File: config.mk
export PLATFORM = sky130hd
export DESIGN_NAME = console_port_flat
export DESIGN_NICKNAME = d
export VERILOG_FILES = /design/src/soc_bus_pkg.sv /design/src/soc_dev_pkg.sv /design/src/dev_if.sv /design/src/console_port.sv /design/src/flat_wrapper.sv
export VERILOG_INCLUDE_DIRS = /design/src
export SDC_FILE = /design/constraint.sdc
export NUM_CORES = 1
export LEC_CHECK = 0
export ABC_CLOCK_PERIOD_IN_PS = 4300
export BUFFER_PORTS_ARGS = -buffer_cell sky130_fd_sc_hd__buf_2
export CAP_MARGIN = 40
export CORE_MARGIN = 5
export CORE_UTILIZATION = 37
export DETAILED_ROUTE_END_ITERATION = 8
export GPL_TIMING_DRIVEN = 0
export HOLD_SLACK_MARGIN = 0.15
export PLACE_DENSITY = 0.95
export REMOVE_ABC_BUFFERS = 1
export SLEW_MARGIN = 10
export SYNTH_ARGS = -nofsm -noshare
export SYNTH_HDL_FRONTEND = slang
export SYNTH_SLANG_ARGS = --single-unit
File: constraint.sdc
create_clock -name CLOCK_50 -period 4.3 [get_ports CLOCK_50]
set_clock_uncertainty 0.15 [all_clocks]
set_input_delay 0.215 -clock CLOCK_50 [delete_from_list [all_inputs] [get_ports CLOCK_50]]
set_output_delay 0.215 -clock CLOCK_50 [all_outputs]
set_load 0.05 [all_outputs]
File: src/soc_config.svh
`ifndef SOC_CONFIG_SVH
`define SOC_CONFIG_SVH

// ram window
`define RAM_BASE      32'h0000_1000
`define RAM_WORDS     1024
`define RAM_BYTES     (`RAM_WORDS * 4)

// sd sector window and its registers
`define SECTOR_BYTES  512
`define SD_BUF_BASE   32'h0000_2000
`define SD_ADDR_REG   32'h0000_2200
`define SD_START_REG  32'h0000_2208
`define SD_READY_REG  32'h0000_2210

// keyboard and console registers
`define KEY_ADDR      32'h0000_3000
`define TX_ADDR       32'h0000_3008

// console sink credits after reset
`define TX_CREDITS    4

`endif

File: src/soc_bus_pkg.sv
package soc_bus_pkg;

    // byte address on the master bus
    typedef logic [31:0] bus_addr_t;

    // load and store data, always 64 bits wide
    typedef logic [63:0] bus_data_t;

    // access width, master aligns to the size
    typedef enum logic [1:0] {
        size_byte   = 2'd0,
        size_half   = 2'd1,
        size_word   = 2'd2,
        size_double = 2'd3
    } access_size_t;

    // extension applied to narrow loads
    typedef enum logic {
        kind_signed   = 1'b0,
        kind_unsigned = 1'b1
    } load_kind_t;

endpackage

File: src/soc_dev_pkg.sv
package soc_dev_pkg;

    // target of the access currently in flight
    typedef enum logic [2:0] {
        dev_none     = 3'd0,
        dev_ram      = 3'd1,
        dev_key      = 3'd2,
        dev_tx       = 3'd3,
        dev_sd_addr  = 3'd4,
        dev_sd_start = 3'd5,
        dev_sd_ready = 3'd6,
        dev_sd_buf   = 3'd7
    } dev_sel_t;

    // keyboard codes, sd stream and console bytes
    typedef logic [7:0] byte_t;

endpackage

File: src/dev_if.sv
interface dev_if
    import soc_bus_pkg::*;
#(
    parameter type rdata_t = logic [31:0]
) ();

    logic         req;
    logic         we;
    // byte offset from the device base
    bus_addr_t    offset;
    access_size_t size;
    bus_data_t    wdata;
    // second word of a two-beat access
    logic         beat;
    rdata_t       rdata;
    logic         ack;

    modport ctrl (
        output req, we, offset, size, wdata, beat,
        input  rdata, ack
    );

    modport dev (
        input  req, we, offset, size, wdata, beat,
        output rdata, ack
    );

endinterface

File: src/console_port.sv
`include "soc_config.svh"

module console_port
    import soc_bus_pkg::*;
    import soc_dev_pkg::*;
(
    input  logic  CLOCK_50,
    input  logic  KEY0,
    dev_if.dev    con,
    input  byte_t key_code,
    input  logic  key_strobe,
    output logic  irq,
    input  logic  irq_ack,
    output byte_t tx_data,
    output logic  tx_valid,
    input  logic  tx_credit
);

    localparam bus_addr_t off_tx = `TX_ADDR - `KEY_ADDR;
    localparam int cred_w = $clog2(`TX_CREDITS + 1);

    byte_t             key_reg;
    logic [cred_w-1:0] credits;
    logic              tx_wr;
    logic              tx_go;
    logic              accept;

    assign tx_wr  = con.req && con.we && (con.offset == off_tx);
    // a transmit write waits here until a credit is on hand
    assign tx_go  = tx_wr && (credits != '0);
    assign accept = con.req && (!tx_wr || tx_go);

    always_ff @(posedge CLOCK_50 or negedge KEY0) begin
        if (!KEY0) begin
            key_reg  <= '0;
            irq      <= 1'b0;
            credits  <= cred_w'(`TX_CREDITS);
            tx_valid <= 1'b0;
            con.ack  <= 1'b0;
        end else begin
            con.ack  <= accept;
            tx_valid <= tx_go;
            if (key_strobe) begin
                key_reg <= key_code;
                irq     <= 1'b1;
            end else if (irq_ack) begin
                irq <= 1'b0;
            end
            // net change of send and returning credit
            case ({tx_go, tx_credit})
                2'b10: credits <= credits - 1'b1;
                2'b01: begin
                    if (credits < cred_w'(`TX_CREDITS)) begin
                        credits <= credits + 1'b1;
                    end
                end
                default: credits <= credits;
            endcase
        end
    end

    always_ff @(posedge CLOCK_50) begin
        if (tx_go) begin
            tx_data <= con.wdata[7:0];
        end
        if (con.req && !con.we) begin
            con.rdata <= (con.offset == off_tx) ? 8'h00 : key_reg;
        end
    end

endmodule

File: src/flat_wrapper.sv
// flat-port wrapper written by rule: the top's interface ports become plain ports
module console_port_flat import soc_bus_pkg::*; import soc_dev_pkg::*;
  (CLOCK_50, KEY0, key_code, key_strobe, irq, irq_ack, tx_data, tx_valid, tx_credit, con_req, con_we, con_offset, con_size, con_wdata, con_beat, con_rdata, con_ack);
  dev_if con_i ();
  input  logic CLOCK_50;
  input  logic KEY0;
  input  byte_t key_code;
  input  logic key_strobe;
  output logic irq;
  input  logic irq_ack;
  output byte_t tx_data;
  output logic tx_valid;
  input  logic tx_credit;
  input wire logic [$bits(con_i.req)-1:0] con_req;
  input wire logic [$bits(con_i.we)-1:0] con_we;
  input wire logic [$bits(con_i.offset)-1:0] con_offset;
  input wire logic [$bits(con_i.size)-1:0] con_size;
  input wire logic [$bits(con_i.wdata)-1:0] con_wdata;
  input wire logic [$bits(con_i.beat)-1:0] con_beat;
  output wire logic [$bits(con_i.rdata)-1:0] con_rdata;
  output wire logic [$bits(con_i.ack)-1:0] con_ack;
  assign con_i.req = con_req;
  assign con_i.we = con_we;
  assign con_i.offset = con_offset;
  assign con_i.size = con_size;
  assign con_i.wdata = con_wdata;
  assign con_i.beat = con_beat;
  assign con_rdata = con_i.rdata;
  assign con_ack = con_i.ack;
  console_port u_core (.CLOCK_50(CLOCK_50), .KEY0(KEY0), .con(con_i), .key_code(key_code), .key_strobe(key_strobe), .irq(irq), .irq_ack(irq_ack), .tx_data(tx_data), .tx_valid(tx_valid), .tx_credit(tx_credit));
endmodule
* Word-level counts from Yosys, hierarchy flattened *
Cells that the tools add are included.

storage, ports and cells
  bits in registers = 54
  input bits = 114
  output and inout port bits = 43
  logic and storage cells = 31

operators by class
  add/sub/neg operators = 2
  order comparisons = 1
  eq/ne operators = 4
  mux-type cells = 4
  reductions and logical operators = 12

operators by type and width
  operator             count
  $eq 32x4->1 const B  1
  $pmux 3 s2           1
  $logic_and 1x1->1    5
  $reduce_bool 2->1    2
  $add 3x1->3 const B  1
  $lt 3x3->1 const B   1
  $mux 3               1
  $reduce_bool 3->1    1
  $sub 3x1->3 const B  1
  $eq 2x1->1 const B   1
  $eq 2x2->1 const B   1
  $logic_not 1->1      2
  $mux 1               2
  $ne 2x1->1 const B   1
  $reduce_and 2->1     1
  $logic_or 1x1->1     1

* Longest topological paths before layout *
  depth in word-level cells = 6
  gate-level depth with buffers = 8
  mapped depth without buffers = 8

* Least setup slack after synthesis *
No wires, ideal clock.

  path kind = reg2reg
  start = reg u_core.credits[1]
  end = reg u_core.credits[2]
  library setup time = 0.082 ns
  arrival = 1.954 ns
  setup slack = 2.114 ns
  cell stages (with the launch flop) = 8
  cells stage by stage = dfrtp_1 or3_1 and3_1 nand2_2 nand2_1 fa_1 o21a_1 a211o_1

on the way
  cells in the longest elaborated chain, start to end = 5
  elaborated cells on any way between the ends = 12
  those cells by class = add/sub: 2; order compare: 1; eq/ne: 3; mux: 2; reduce/logical: 4

RTL lines
  element                                                              RTL line            text
  start, declared                                                      console_port.sv:23  logic [cred_w-1:0] credits;
  start signal, assigned                                               console_port.sv:37  credits <= cred_w'(`TX_CREDITS);
  start signal, assigned                                               console_port.sv:51  2'b10: credits <= credits - 1'b1;
  start signal, assigned                                               console_port.sv:54  credits <= credits + 1'b1;
  parallel branches: the longest is 5 deep, another holds $add 3x1->3  n/a

Several ways; the timed one is not identified. The select of a mux whose other input is x is not followed.
A chain may end at the register's enable or synchronous reset.

* Final worst setup path *
Same ends and word-level chain as after synthesis.

==> key figures <==
Status
  • Status: complete, no violations

Yosys
  • Syn Inst Count: 107
  • Top-count cell post-synth: buf_4
  • Synth Flop Type: edfxtp_1
  • Sequential element share of the synthesized area: between 50 and 60%
  • Library cells used by synthesis: 25
  • Post-synth top cells: buf_4, edfxtp_1, dfrtp_1, and2b_1, mux2_2
  • Mapped Area: roughly 0.0014 mm^2
  • Synth top area share: 33.2%
  • Share of flip-flops with an asynchronous set or reset: 46.7%
  • Synth warnings: 0
  • Area leader, netlist: edfxtp_1
  • Synth area leaders: edfxtp_1, dfrtp_1, buf_4
  • Seq cells post-synth: 30
  • Post-synth EDFFs: 16
  • Syn Area/Cell: 13.5 um^2

Timing
  • Hold Fails Final Rpt: 0
  • RSZ-0062 raised after global routing: no
  • Setup TNS: 0 ps
  • Fin crit share: 53.3%
  • Slew @ Worst Pin: 719 ps
  • Max frequency: 436 MHz
  • Period minus WS final: ~2300 ps
  • Slew HR: 52.0%
  • Setup violators final: 0
  • Max Slew Vio Count: 0
  • Final WS setup: 2010 ps

Worst setup path
  • Critical Path Start: u_core.credits[1]
  • CP Class: flop to flop
  • CP Capture Type: flop
  • CP max FO: 5
  • R2R Path Start: u_core.credits[1]
  • Slowest stage delay, CP: 420 ps
  • Critical Path Slowest Stage Cell: dfrtp_1
  • CP Data Arrival Time: between 2000 and 2500 ps
  • Crit path cell chain: or3_1, and3_1, nand2_2, nand2_1, fa_1, o21a_1, a211o_1
  • Crit start category: flop
  • Data required time of the worst path: 4350 ps

Detailed routing
  • Routed wire length: 3.40 mm
  • Residual DRC: 0
  • Final ANT Viol Nets: 0
  • DR vias: 1099
  • Initial drt markers: 35
  • Vias per cell: 4.31
  • Drt wl/cell: 13.3 um
  • Drt pass-1 iters: 4

Min path
  • Min-Delay Path Class: input port to asynchronous set/reset pin

Floorplan
  • Row count: 22
  • Core Box Area: 0.00372 mm^2
  • Initial Util: 39.0%
  • IO Count: 157
  • Die Width: 72.6 um
  • Die Y: between 70 and 80 um
  • Die footprint: 0.00526 mm^2

Cells and area
  • FILL cells: ~310
  • Final Core Density: 55.7%
  • Layout cells sized above 1: 45.4%
  • Final #Nets: 321
  • Fin cells: 255
  • Area Growth Syn to Fin: 43.0%
  • # diodes: 0

Flow run
  • MaxCap Viol Count: 0

Placed design
  • Port Buffers: between 70 and 80
  • Sum of net half-perimeters after detailed placement: 2.66 mm
  • Global placement routability congestion: 0.765
  • Cells after DPL: 225
  • Post-placement setup slack: 1780 ps

Clocking
  • Clock latency at the later pin of the worst-skew pair: 270 ps
  • Hold buffers post-CTS: 22
  • Postcts setup bufs: 0
  • CTS Buf Count: 5
  • Bufs on Longest Clock Path: 2
  • Post-cts repair resize count: 0
  • Htree depth: 2
  • CTS tree: done
  • # clock sinks: 30
  • CTS clk-pin slew, worst paths: 60 ps
  • Root buf cell: clkbuf_8

Pwr
  • Cell Pwr Density: 348 mW/mm^2
  • IR drop worst, VDD: 115 uV
  • Leakage: 0.964 nW

GRT
  • Pin count of the biggest net entering global routing: 15
  • Final global-route overflow total: 0
  • Total GRT Usage: 13.0%
  • Number of global-route vias before repair: 1178
  • Antenna violations before repair: 0
  • First-pass GRT wire length: 5.09 mm
-- power by group --
group / switching [mW] / internal, mW
sequential: 0.0188 / 0.328
clock: 0.0967 / 0.111
combinational: 0.103 / 0.0632
total: 0.219 / 0.502
-- kinds of logic after synthesis --
family,synth area share (%)
simple gates,14.3
fa+ha+maj,1.38
flops,57.5
buf+inv,13.7
xor+xnor,0.605
other cells,0.259
compound gates,3.28
mux,8.99
-- placed cells by master, fill, tap and decap left out, types with 2 or more instances in the layout --
cell type / count
mux2i_1: 4
buf_2: 73
edfxtp_1: 16
nor4_1: 6
conb_1: 24
dfrtp_1: 13
nand2_1: 6
and2b_1: 8
dlygate4sd3_1: 22
nor4_2: 2
clkbuf_8: 5
mux2_2: 8
inv_1: 2
a21o_1: 2
o21a_1: 2
-- critical path: cells and delay by family (launching register included) --
kind            cells  cell delay, ps
compound gates      2             460
fa+ha+maj           1             400
flops               1             420
simple gates        4             780
-- final timing paths --
check,to,slack (ps),depth (start not counted)
max in group asynchronous,u_core.credits[2],3490,2
setup reg to reg,u_core.credits[2],2010,7
min in group CLOCK_50,u_core.key_reg[7],220,2
setup / recovery,u_core.credits[2],2010,7
hold reg to reg,u_core.key_reg[3],350,1
hold / removal,u_core.key_reg[5],220,2
-- per-stage QoR --
step,area (um^2),hold slack (ps),total power [mW]
2_1_floorplan,1340,-231,0.454
3_3_place_gp,1770,-23.7,0.492
3_5_place_dp,1770,-18.3,0.503
4_1_cts,2070,216,0.726
5_1_grt,2070,237,0.755
6_report,2070,222,0.721
-- metal layers --
layer,routed length [um],up-vias,GRT usage [%]
met5,0,-,0
met4,53,0,6.35
met3,336,4,4.16
met2,1890,56,24.1
met1,1120,512,12.8
li1,-,527,-
-- cell type report --
type	instances	area, um^2	share of cell area (%)
well taps	48	60.1	2.90
clock inverters	2	8.76	0.423
inverters	2	7.51	0.363
repair buffers	95	586	28.3
clock buffers	6	72.6	3.51
multi-input cells	72	503	24.3
flip-flops and latches	30	832	40.2
No activity file was read; power rests on OpenSTA's default activity.
