==> src/soc_config.svh <==
`ifndef SOC_CONFIG_SVH
`define SOC_CONFIG_SVH

// ram window
`define RAM_BASE      32'h0000_1000
`define RAM_WORDS     1024
`define RAM_BYTES     (`RAM_WORDS * 4)

// sd sector window and its registers
`define SECTOR_BYTES  512
`define SD_BUF_BASE   32'h0000_2000
`define SD_ADDR_REG   32'h0000_2200
`define SD_START_REG  32'h0000_2208
`define SD_READY_REG  32'h0000_2210

// keyboard and console registers
`define KEY_ADDR      32'h0000_3000
`define TX_ADDR       32'h0000_3008

// console sink credits after reset
`define TX_CREDITS    4

`endif

==> src/soc_bus_pkg.sv <==
package soc_bus_pkg;

    // byte address on the master bus
    typedef logic [31:0] bus_addr_t;

    // load and store data, always 64 bits wide
    typedef logic [63:0] bus_data_t;

    // access width, master aligns to the size
    typedef enum logic [1:0] {
        size_byte   = 2'd0,
        size_half   = 2'd1,
        size_word   = 2'd2,
        size_double = 2'd3
    } access_size_t;

    // extension applied to narrow loads
    typedef enum logic {
        kind_signed   = 1'b0,
        kind_unsigned = 1'b1
    } load_kind_t;

endpackage

==> src/soc_dev_pkg.sv <==
package soc_dev_pkg;

    // target of the access currently in flight
    typedef enum logic [2:0] {
        dev_none     = 3'd0,
        dev_ram      = 3'd1,
        dev_key      = 3'd2,
        dev_tx       = 3'd3,
        dev_sd_addr  = 3'd4,
        dev_sd_start = 3'd5,
        dev_sd_ready = 3'd6,
        dev_sd_buf   = 3'd7
    } dev_sel_t;

    // keyboard codes, sd stream and console bytes
    typedef logic [7:0] byte_t;

endpackage

==> src/dev_if.sv <==
interface dev_if
    import soc_bus_pkg::*;
#(
    parameter type rdata_t = logic [31:0]
) ();

    logic         req;
    logic         we;
    // byte offset from the device base
    bus_addr_t    offset;
    access_size_t size;
    bus_data_t    wdata;
    // second word of a two-beat access
    logic         beat;
    rdata_t       rdata;
    logic         ack;

    modport ctrl (
        output req, we, offset, size, wdata, beat,
        input  rdata, ack
    );

    modport dev (
        input  req, we, offset, size, wdata, beat,
        output rdata, ack
    );

endinterface

==> src/sector_buffer.sv <==
`include "soc_config.svh"

module sector_buffer
    import soc_bus_pkg::*;
    import soc_dev_pkg::*;
(
    input  logic        CLOCK_50,
    input  logic        KEY0,
    dev_if.dev          sdc,
    input  byte_t       sd_byte,
    input  logic        sd_byte_valid,
    output logic        sd_rd_start,
    output logic [31:0] sd_sector
);

    // register offsets relative to the buffer base
    localparam bus_addr_t off_addr  = `SD_ADDR_REG - `SD_BUF_BASE;
    localparam bus_addr_t off_start = `SD_START_REG - `SD_BUF_BASE;
    localparam bus_addr_t off_ready = `SD_READY_REG - `SD_BUF_BASE;

    byte_t       buffer [0:`SECTOR_BYTES-1];
    logic [9:0]  idx;
    logic        sector_ready;
    logic        start_wr;
    logic        fill;

    assign start_wr = sdc.req && sdc.we && (sdc.offset == off_start);
    // bytes past the end of a sector are dropped
    assign fill     = sd_byte_valid && (idx < 10'(`SECTOR_BYTES)) && !start_wr;

    always_ff @(posedge CLOCK_50 or negedge KEY0) begin
        if (!KEY0) begin
            idx          <= '0;
            sector_ready <= 1'b0;
            sd_rd_start  <= 1'b0;
            sd_sector    <= '0;
            sdc.ack      <= 1'b0;
        end else begin
            sdc.ack     <= sdc.req;
            sd_rd_start <= start_wr;
            if (sdc.req && sdc.we && sdc.offset == off_addr) begin
                sd_sector <= sdc.wdata[31:0];
            end
            if (start_wr) begin
                idx          <= '0;
                sector_ready <= 1'b0;
            end else if (fill) begin
                idx <= idx + 10'd1;
                if (idx == 10'(`SECTOR_BYTES - 1)) begin
                    sector_ready <= 1'b1;
                end
            end
        end
    end

    always_ff @(posedge CLOCK_50) begin
        if (fill) begin
            buffer[idx[8:0]] <= sd_byte;
        end
        if (sdc.req && !sdc.we) begin
            if (sdc.offset == off_ready) begin
                sdc.rdata <= 64'(sector_ready);
            end else if (sdc.offset == off_addr) begin
                sdc.rdata <= 64'(sd_sector);
            end else if (sdc.offset < `SECTOR_BYTES) begin
                // eight bytes from the aligned group
                for (int i = 0; i < 8; i++) begin
                    sdc.rdata[i] <= buffer[{sdc.offset[8:3], 3'(i)}];
                end
            end else begin
                sdc.rdata <= '0;
            end
        end
    end

endmodule

==> src/flat_wrapper.sv <==
// flat-port wrapper written by rule: the top's interface ports become plain ports
module sector_buffer_flat import soc_bus_pkg::*; import soc_dev_pkg::*;
  (CLOCK_50, KEY0, sd_byte, sd_byte_valid, sd_rd_start, sd_sector, sdc_req, sdc_we, sdc_offset, sdc_size, sdc_wdata, sdc_beat, sdc_rdata, sdc_ack);
  dev_if sdc_i ();
  input  logic CLOCK_50;
  input  logic KEY0;
  input  byte_t sd_byte;
  input  logic sd_byte_valid;
  output logic sd_rd_start;
  output logic [31:0] sd_sector;
  input wire logic [$bits(sdc_i.req)-1:0] sdc_req;
  input wire logic [$bits(sdc_i.we)-1:0] sdc_we;
  input wire logic [$bits(sdc_i.offset)-1:0] sdc_offset;
  input wire logic [$bits(sdc_i.size)-1:0] sdc_size;
  input wire logic [$bits(sdc_i.wdata)-1:0] sdc_wdata;
  input wire logic [$bits(sdc_i.beat)-1:0] sdc_beat;
  output wire logic [$bits(sdc_i.rdata)-1:0] sdc_rdata;
  output wire logic [$bits(sdc_i.ack)-1:0] sdc_ack;
  assign sdc_i.req = sdc_req;
  assign sdc_i.we = sdc_we;
  assign sdc_i.offset = sdc_offset;
  assign sdc_i.size = sdc_size;
  assign sdc_i.wdata = sdc_wdata;
  assign sdc_i.beat = sdc_beat;
  assign sdc_rdata = sdc_i.rdata;
  assign sdc_ack = sdc_i.ack;
  sector_buffer u_core (.CLOCK_50(CLOCK_50), .KEY0(KEY0), .sdc(sdc_i), .sd_byte(sd_byte), .sd_byte_valid(sd_byte_valid), .sd_rd_start(sd_rd_start), .sd_sector(sd_sector));
endmodule
==> config.mk <==
export PLATFORM = sky130hd
export DESIGN_NAME = sector_buffer_flat
export DESIGN_NICKNAME = d
export VERILOG_FILES = /design/src/soc_bus_pkg.sv /design/src/soc_dev_pkg.sv /design/src/dev_if.sv /design/src/sector_buffer.sv /design/src/flat_wrapper.sv
export VERILOG_INCLUDE_DIRS = /design/src
export SDC_FILE = /design/constraint.sdc
export NUM_CORES = 1
export LEC_CHECK = 0
export BUFFER_PORTS_ARGS = -buffer_cell sky130_fd_sc_hd__buf_2
export CORE_UTILIZATION = 56
export CTS_CLUSTER_SIZE = 12
export DETAILED_ROUTE_END_ITERATION = 10
export GPL_TIMING_DRIVEN = 0
export PLACE_DENSITY = 0.75
export SLEW_MARGIN = 40
export SYNTH_ARGS = -nofsm -noshare
export SYNTH_HDL_FRONTEND = slang
export SYNTH_SLANG_ARGS = --single-unit
==> constraint.sdc <==
create_clock -name CLOCK_50 -period 2.6 [get_ports CLOCK_50]
set_clock_uncertainty 0.15 [all_clocks]
set_input_delay 0.13 -clock CLOCK_50 [delete_from_list [all_inputs] [get_ports CLOCK_50]]
set_output_delay 0.13 -clock CLOCK_50 [all_outputs]
set_load 0.005 [all_outputs]
# Word-level counts from Yosys, hierarchy flattened
# Memory sizes are Yosys's and may differ from the RTL's.
# Cells that the tools add are included.
# W data, S select, Z words.
word_totals:
  regBits: 77
  ramBits: 4096
  in_bits: 112
  output_inout_bits: 66
  elab_cells: 40
  memories: 1
memory_table:
  columns: ["memory", "words", "word_bits", "read_ports", "rd_clocked_by_memory_dff", "write_ports", "line_no", "rtl"]
  rows:
  - ["u_core.buffer", 512, 8, 8, 0, 1, "sector_buffer.sv:21", "byte_t buffer [0:`SECTOR_BYTES-1];"]
classes:
  addsub: 1
  n_lt_le_gt_ge: 2
  n_eq_ne: 5
  n_mux: 11
  reduce_logical: 12
op_table:
  columns: ["op", "n"]
  rows:
  - ["$eq A32 B10 Y1 const B", 3]
  - ["$lt A32 B10 Y1 const B", 1]
  - ["$mux W32", 1]
  - ["$mux W24", 1]
  - ["$mux W10", 2]
  - ["$add A10 B1 Y10 const B", 1]
  - ["$eq A10 B9 Y1 const B", 1]
  - ["$lt A10 B10 Y1 const B", 1]
  - ["$mux W8", 1]
  - ["$logic_and A1 B1 Y1", 6]
  - ["$mux W1", 6]
  - ["$reduce_and A2 Y1", 2]
  - ["$reduce_bool A2 Y1", 2]
  - ["$ne A3 B1 Y1 const B", 1]
  - ["$logic_not A1 Y1", 2]

# Depth between registers and ports, before layout
# Gate-level depths: netlist of run 1.
depth:
  word_depth: 6
  ltp_mapped: 10
  mapped_depth_nobuf: 6

# Worst setup path before layout of run 1
# Ideal clock, no wire load.
synth_path:
  kind: "in2reg"
  startpoint: "in sdc_offset[4]"
  endpoint: "reg u_core.sdc.rdata[5] (data pin)"
  setup_ps: 257
  arrival_time_ps: 2006
  t_required_ps: 2193
  slack_ps: 187
  cell_stages: 8
  n_path_buf: 3
  cell_sequence: "buf_2 > buf_4 > buf_2 > mux4_2 > or2_2 > o2111ai_1 > nand4_1 > a32o_1"
synth_via:
  elab_chain_cells: 3
  word_cells_on_any_way: 6
  cone_classes: "1 x order compare; 2 x eq/ne; 2 x mux; 1 x memory"
synth_rtl:
  columns: ["item", "line_no", "rtl"]
  rows:
  - ["start, declared", "flat_wrapper.sv:13", "input wire logic [$bits(sdc_i.offset)-1:0] sdc_offset;"]
  - ["$mem_v2 Z512 W8 or $lt A32 B10 Y1 (tied branches)", null, null]
  - ["$mux W8", "sector_buffer.sv:65", "end else if (sdc.offset < `SECTOR_BYTES) begin"]
  - ["$mux W32", "sector_buffer.sv:63", "end else if (sdc.offset == off_addr) begin"]
  - ["end signal, assigned", "sector_buffer.sv:62", "sdc.rdata <= 64'(sector_ready);"]
  - ["end signal, assigned", "sector_buffer.sv:64", "sdc.rdata <= 64'(sd_sector);"]
  - ["end signal, assigned by index", "sector_buffer.sv:68", "sdc.rdata[i] <= buffer[{sdc.offset[8:3], 3'(i)}];"]
  - ["end, declared", "dev_if.sv:25", "output rdata, ack"]
# Parallel ways exist; a longest one is shown, timed or not.
# A chain may end at the register's enable or synchronous reset.

# Final worst setup path of run 1
layout_path:
  startpoint: "in sdc_offset[3]"
  endpoint: "reg u_core.sdc.rdata[3] (data pin)"
# Same word-level chain as after synthesis.

==> results.md, run 1 <==
- Pwr dens: roughly 720 nW/um2
- Final setup fails: 18
- Leakage: slightly below 10 nW
- Synth Area per Inst: 13.6 um2
- Post-layout util: 65.8%
- CP startpoint kind: primary input
- DRC: 0
- Design area: 30,000 um2
- Synthesis-to-layout area growth: 15.2%
- Sw Ratio: 27.8%
- Most Used Layer, Global Route: met2
- Area post-placement: 27,700 um2
- Rows: just under 80
- Worst r2r dst: u_core.buffer[45][0]
- FF+latch area: 17,500 um2
- Routed len/inst: 27.2 um
- Root Driver: clkbuf_16
- Final WL: 76.1 mm
- GRT met3 Usage: ~7.6%
- Multi-input logic area: approximately 7900 um2
- Crit end category: flop
- Worst reg2reg path depth: 5
- Synth Register Bits: 589
- TritonCTS Sinks: 589
- Slew HR: approximately 46%
- Via count: 17.9k
- PortBufs: roughly 130
- Total gr overflow: 0
- Final nets: ~2.3k
- Worst EP arrival: 2.83 ns
- Seq pwr share: about half
- Cell Int Power: 15.6 mW
- Critical Path, Cell by Cell: buf_2, buf_4, buf_4, buf_4, nand2_1, clkbuf_1, o22ai_1, a21oi_1, a221oi_1, o221ai_1
- CP peak stage delay: 0.37 ns
- GR Util met1: 43.0%
- R2R Path Start: u_core.idx[6]
- Cells after Synth: ~1.9k
- Slew at the pin with the worst max-slew slack: 0.808 ns
- Final GP Congestion: 0.922
- Post-Syn Area: 26,000 um2
- RSZ-0062 raised after global routing: yes
- Starting Density: between 50% and 60%
- Share of power burned in combinational logic: 15.0%
- Post-synth EDFFs: about 540
- Die Height: 218 um
- CP Max Fanout: 10
- Seq/Total Area, Yosys: 67.1%
- Slew Limit Fails: 0
- Initial antenna violation count: 0
- Hold WC Path Type: primary input to flop
- Final hold slack: 0.0664 ns
- Status: complete, but fails checks
- Most frequent cells in the layout: 544 x edfxtp_1, 481 x nor2_1, 186 x buf_2
- Largest net degree at the start of global routing: 131
- Switching power of the nets: 6.03 mW
- CTS tree: done
- Fillers: 3,166
- Max-cap violations: 0
- Die footprint: 47,300 um2
- Clock Latency Late Sink: roughly 0.64 ns
- Part of the power in the clock network: 36.4%
- Fin worst setup slack: -0.0362 ns
- Final cycle utilization of the critical path: 101%
- Clock buffer depth: 3
- Max IR drop VDD: 0.670 mV
- Mapped Nets: 2,029
- HPWL after detailed placement: 49.6 mm
- Via density: ~6.4
- Total CTS buffers: roughly 60
- Crit. Startpoint: sdc_offset[3]
- I/O pin count: 178
- Setup TNS: -0.261 ns
- Max Clock Freq: 379 MHz
- Cell variety after synth: 54
- First-pass iteration count of the detailed router: 6
- Tmin final: 2.64 ns
- Ys flop type: edfxtp_1
- Leading cell type in the layout, fill and taps excluded: edfxtp_1
- Drt initial violations: 3,030
- ANT cells: 0
- Worst EP required: 2.79 ns
- Failing checks: negative setup slack
- Die width: 218 um
- Total GRT Usage: 32.6%
- Slowest cell on crit path: a221oi_1
- Crit path top cell by count: buf_4
- Core ar.: 45,600 um2
- Flop2flop setup slack: 0.03 ns
- Fraction of registers with async set/reset: 7.64%
- Hold violation count in the final report: 0
- # H-tree levels: 2
- Crit path to: u_core.sdc.rdata[3]
- Share of cells above drive strength 1: 23.2%
- Synth warn: 0
- Antenna Nets Post-Route: 0
- CTS clk-pin slew, worst paths: around 0.06 ns
- First-pass GRT wire length: between 100 and 150 mm
- CP Class: primary input to flop
- Met2 usage: 51.5%
- Vias in the first global route: 17.6k
## Yosys cell counts (4+ instances only)
| cell | n | area, um2 |
|---|---|---|
| and2_0 | 5 | 31.3 |
| a211oi_1 | 7 | 52.6 |
| buf_2 | 54 | 270 |
| a21oi_1 | 16 | 80.1 |
| o221ai_1 | 25 | 219 |
| nand2_1 | 164 | 616 |
| nand3_1 | 19 | 95.1 |
| nor3_1 | 54 | 270 |
| inv_1 | 14 | 52.6 |
| or4_1 | 7 | 52.6 |
| nor3b_1 | 7 | 52.6 |
| buf_4 | 26 | 195 |
| and2_1 | 38 | 238 |
| a221oi_1 | 7 | 61.3 |
| nor2_1 | 485 | 1820 |
| mux2_2 | 64 | 721 |
| mux4_2 | 96 | 2160 |
| nor4_1 | 6 | 37.5 |
| and3_1 | 5 | 31.3 |
| buf_1 | 17 | 63.8 |
| nand4_1 | 5 | 31.3 |
| clkbuf_1 | 49 | 184 |
| edfxtp_1 | 544 | 16300 |
| o21ai_0 | 10 | 50.1 |
| o22ai_1 | 24 | 150 |
| dfrtp_1 | 45 | 1130 |
| nor2b_1 | 14 | 87.6 |
| nand2b_1 | 4 | 25.0 |
| a22oi_1 | 18 | 135 |
| ha_1 | 4 | 50.1 |
| or2_2 | 4 | 25.0 |
| mux2i_1 | 39 | 390 |
| xor2_1 | 6 | 52.6 |
## power by group through the flow
stage	clock (mW)	combinational (mW)	sequential (mW)
after floorplan	0	1.55	10.7
after global placement	0	2.94	10.8
after detailed placement	0	3.03	10.7
after CTS	7.89	3.11	10.5
after global routing	8.26	3.33	10.5
final	7.88	3.25	10.5
## per-stage QoR
stage                     worst slack [ns]  std cells  total power, mW
after detailed placement             -1.08       2653             13.8
after floorplan                      0.187       1913             12.3
after CTS                          0.00346       2799             21.5
after global routing                -0.125       2798             22.1
after global placement               -3.88       2645             13.7
final                              -0.0362       2798             21.7
## worst max-delay path: cells and delay by family
| kind | cells | cell delay, ns |
|---|---|---|
| compound gates | 4 | 1.04 |
| simple gates | 1 | 0.16 |
| buf+inv | 5 | 1.48 |
## flip-flops by register name, indices dropped and copies added (netlist names)
name and flops:
u_core.sd_rd_start 1, u_core.sdc.ack 1, u_core.sdc.rdata 32, u_core.sector_ready 1, u_core.idx 10, u_core.buffer 512, u_core.sd_sector 32
## per-layer routing
metal / up-vias / share of wire [%]
met5: - / 0
met4: 0 / 4.8
met3: 198 / 12
met2: 1317 / 47
met1: 8919 / 36
li1: 7506 / -
## repair_timing
item                                    CTS  global route
pin swaps                                 0             1
endpoints found under the setup margin  543           137
hold endpoints to repair                159             0
hold buffers                             42             0
resized for setup                        27            19
buffers inserted                          0             1
## logic make-up after synthesis
group / after synthesis / share of synthesized area, %
buf+inv: 161 / 2.96
mux: 199 / 12.6
fa+ha+maj: 4 / 0.192
compound gates: 119 / 3.29
xor+xnor: 8 / 0.269
flops: 589 / 67.1
simple gates: 833 / 13.6
## cell type report
class	count	area share, %
plain buffers	142	2.55
clock buffers	90	5.55
clock inverters	16	0.271
inverters	15	0.188
multi-input cells	1163	26.4
flip-flops and latches	589	58.3
well taps	600	2.50
repair buffers	183	4.28
## worst min-delay path by stage
stage / from / endpoint / slack (ns) / cells after the start
after floorplan: KEY0 / u_core.idx[0] / -0.32 / 0
after global placement: sdc_req / u_core.sdc.ack / 0.15 / 1
after global routing: sdc_req / u_core.sdc.ack / 0.09 / 2
final: sdc_req / u_core.sdc.ack / 0.07 / 2
after CTS: sdc_offset[9] / u_core.sdc.rdata[6] / 0.04 / 4
after detailed placement: KEY0 / u_core.sd_rd_start / 0.02 / 1
No activity file was read; power rests on OpenSTA's default activity.
==> run 2: changes to the inputs <==
--- a/config.mk
+++ b/config.mk
@@ -11,7 +11,7 @@
 export CTS_CLUSTER_SIZE = 12
 export DETAILED_ROUTE_END_ITERATION = 10
 export GPL_TIMING_DRIVEN = 0
-export PLACE_DENSITY = 0.75
+export PLACE_DENSITY = 0.83
 export SLEW_MARGIN = 40
 export SYNTH_ARGS = -nofsm -noshare
 export SYNTH_HDL_FRONTEND = slang
==> results.md, run 2 (same netlist as run 1, synthesis figures left out) <==
- CTS tree: done
- Flop2flop setup slack: 0 ns
- Die footprint: 47,300 um2
- Drt initial violations: 2,943
- Slowest cell on crit path: clkbuf_1
- Crit path top cell by count: buf_2
- Initial antenna violation count: 1
- Crit end category: flop
- Buf+Inv Stages, Crit Path: 4
- Final WL: slightly below 80 mm
- Tmin final: 2.68 ns
- Critical Path, Cell by Cell: buf_2, clkbuf_2, buf_2, clkbuf_1, mux2i_1, nand2_1, nand3_1, o221ai_1
- Place WS: -1.11 ns
- Setup TNS: -2.22 ns
- Rows: 78
- Design Power: 21.5 mW
- Worst EP required: around 2.8 ns
- Worst reg2reg path depth: 5
- Synthesis-to-layout area growth: 14.9%
- CP startpoint kind: primary input
- Final GP Congestion: 0.977
- Hold WC Path Type: primary input to flop
- I/O pin count: 178
- Antenna Nets Post-Route: 0
- Pwr dens: around 720 nW/um2
- R2R Path Start: u_core.idx[0]
- CP peak stage delay: 0.73 ns
- CP Class: primary input to flop
- PortBufs: roughly 130
- Slew Limit Fails: 0
- Total gr overflow: 0
- Leakage: 9.85 nW
- Die Height: 218 um
- Final setup fails: 66
- Via count: around 18k
- Total CTS buffers: 56
- Status: complete, but fails checks
- CTS clk-pin slew, worst paths: 0.06 ns
- Root Driver: clkbuf_16
- First-pass iteration count of the detailed router: 7
- Routed len/inst: 27.7 um
- Max IR drop VDD: 0.534 mV
- Share of cells above drive strength 1: 23.1%
- Worst r2r dst: u_core.buffer[412][0]
- Via density: 6.61
- HPWL after detailed placement: 49.5 mm
- CP top delay family: buffers and inverters
- Die width: 218 um
- Hold Crit Depth: 2
- Worst EP arrival: ~2.9 ns
- Failing checks: negative setup slack
- Slew at the pin with the worst max-slew slack: just over 0.9 ns
- Core ar.: 45,600 um2
- DRC: 0
- Starting Density: 57.1%
- HP Start: sdc_req
- Fin worst setup slack: -0.0837 ns
- Total GRT Usage: 32.7%
- Max reg flops: 512
- Leading cell type in the layout, fill and taps excluded: edfxtp_1
- Most frequent cells in the layout: 544 x edfxtp_1, 481 x nor2_1, 182 x buf_2
- Slew HR: around 40%
- Final cycle utilization of the critical path: 103%
- CP Max Fanout: 10
- Clock Latency Late Sink: 0.64 ns
- Max Clock Freq: 373 MHz
- TritonCTS Sinks: just under 600
- Hold violation count in the final report: 0
- Largest net degree at the start of global routing: approximately 130
- Clock buffer depth: 3
- First-pass GRT wire length: 112 mm
- Max-cap violations: 0
- # H-tree levels: 2
- Vias in the first global route: 18.3k
- Final nets: between 2k and 2.5k
- Worst Hold Path EP: u_core.sdc.ack
-- run 2: cell count changes in the layout (fill, tap and decap cells not counted), moves of 2 or more --
| cell | previous run | this run |
|---|---|---|
| clkinv_1 | 11 | 3 |
| buf_6 | 2 | 9 |
| buf_2 | 186 | 182 |
| clkbuf_8 | 5 | 3 |
| clkinv_2 | 3 | 0 |
| clkbuf_16 | 60 | 57 |
-- run 2: cell type report --
class	count	area (um2)
Sequential cell	589	17500
Fill cell	2989	15700
Multi-Input combinational cell	1163	7930
Clock buffer	87	1570
Timing Repair Buffer	185	1290
Buffer	142	803
Tap cell	600	751
Clock inverter	5	57.6
Inverter	15	56.3
Antenna cell	1	2.50
-- run 2: worst max path at each step --
stage	start	end	slack (ns)	cells after the start
after floorplan	sdc_offset[4]	u_core.sdc.rdata[5]	0.19	8
after global placement	sd_byte[0]	u_core.buffer[467][0]	-3.72	1
after detailed placement	sdc_offset[3]	u_core.sdc.rdata[7]	-1.11	9
after CTS	sdc_offset[7]	u_core.buffer[327][0]	0.0007	10
after global routing	u_core.idx[0]	u_core.buffer[412][0]	-0.03	5
final	sdc_offset[6]	u_core.sdc.rdata[3]	-0.08	8
-- run 2: metal layers --
layer	track usage, %	wire length (um)	up-vias
met1	40.6	25000	8907
met2	51.5	35900	1657
met3	8.52	10900	362
li1	-	-	7496
met4	20.3	5410	0
met5	0	0	-
-- run 2: metrics by stage --
stage	instances	utilization, %	hold WS (ns)	instance area (um2)
after detailed placement	2654	60.7	0.0296	27700
after floorplan	1913	-	-0.316	26000
final	2787	65.6	0.0669	29900
after CTS	2786	65.4	0.0572	29800
after global placement	2645	60.2	0.148	27400
after global routing	2787	65.6	0.0607	29900
-- run 2: power by group --
part	internal, mW	switching [mW]	leakage (nW)
Clock	4.11	3.47	0.779
Sequential	10.5	0.0786	5.50
Combinational	0.851	2.50	3.57
-- run 2: what timing repair did --
action	4_1_cts	5_1_grt
hold buffers	42	0
endpoints found under the setup margin	551	338
gates resized for setup	31	41
pin swaps	0	4
hold endpoints to repair	194	0
setup buffers	0	2
-- run 2: worst register-to-register path: stages, from the launching register on --
cell	delay, ns
dfrtp_1	0.44
inv_1	0.13
ha_1	0.35
and3_2	0.54
nand3b_1	0.31
nor3_1	0.34
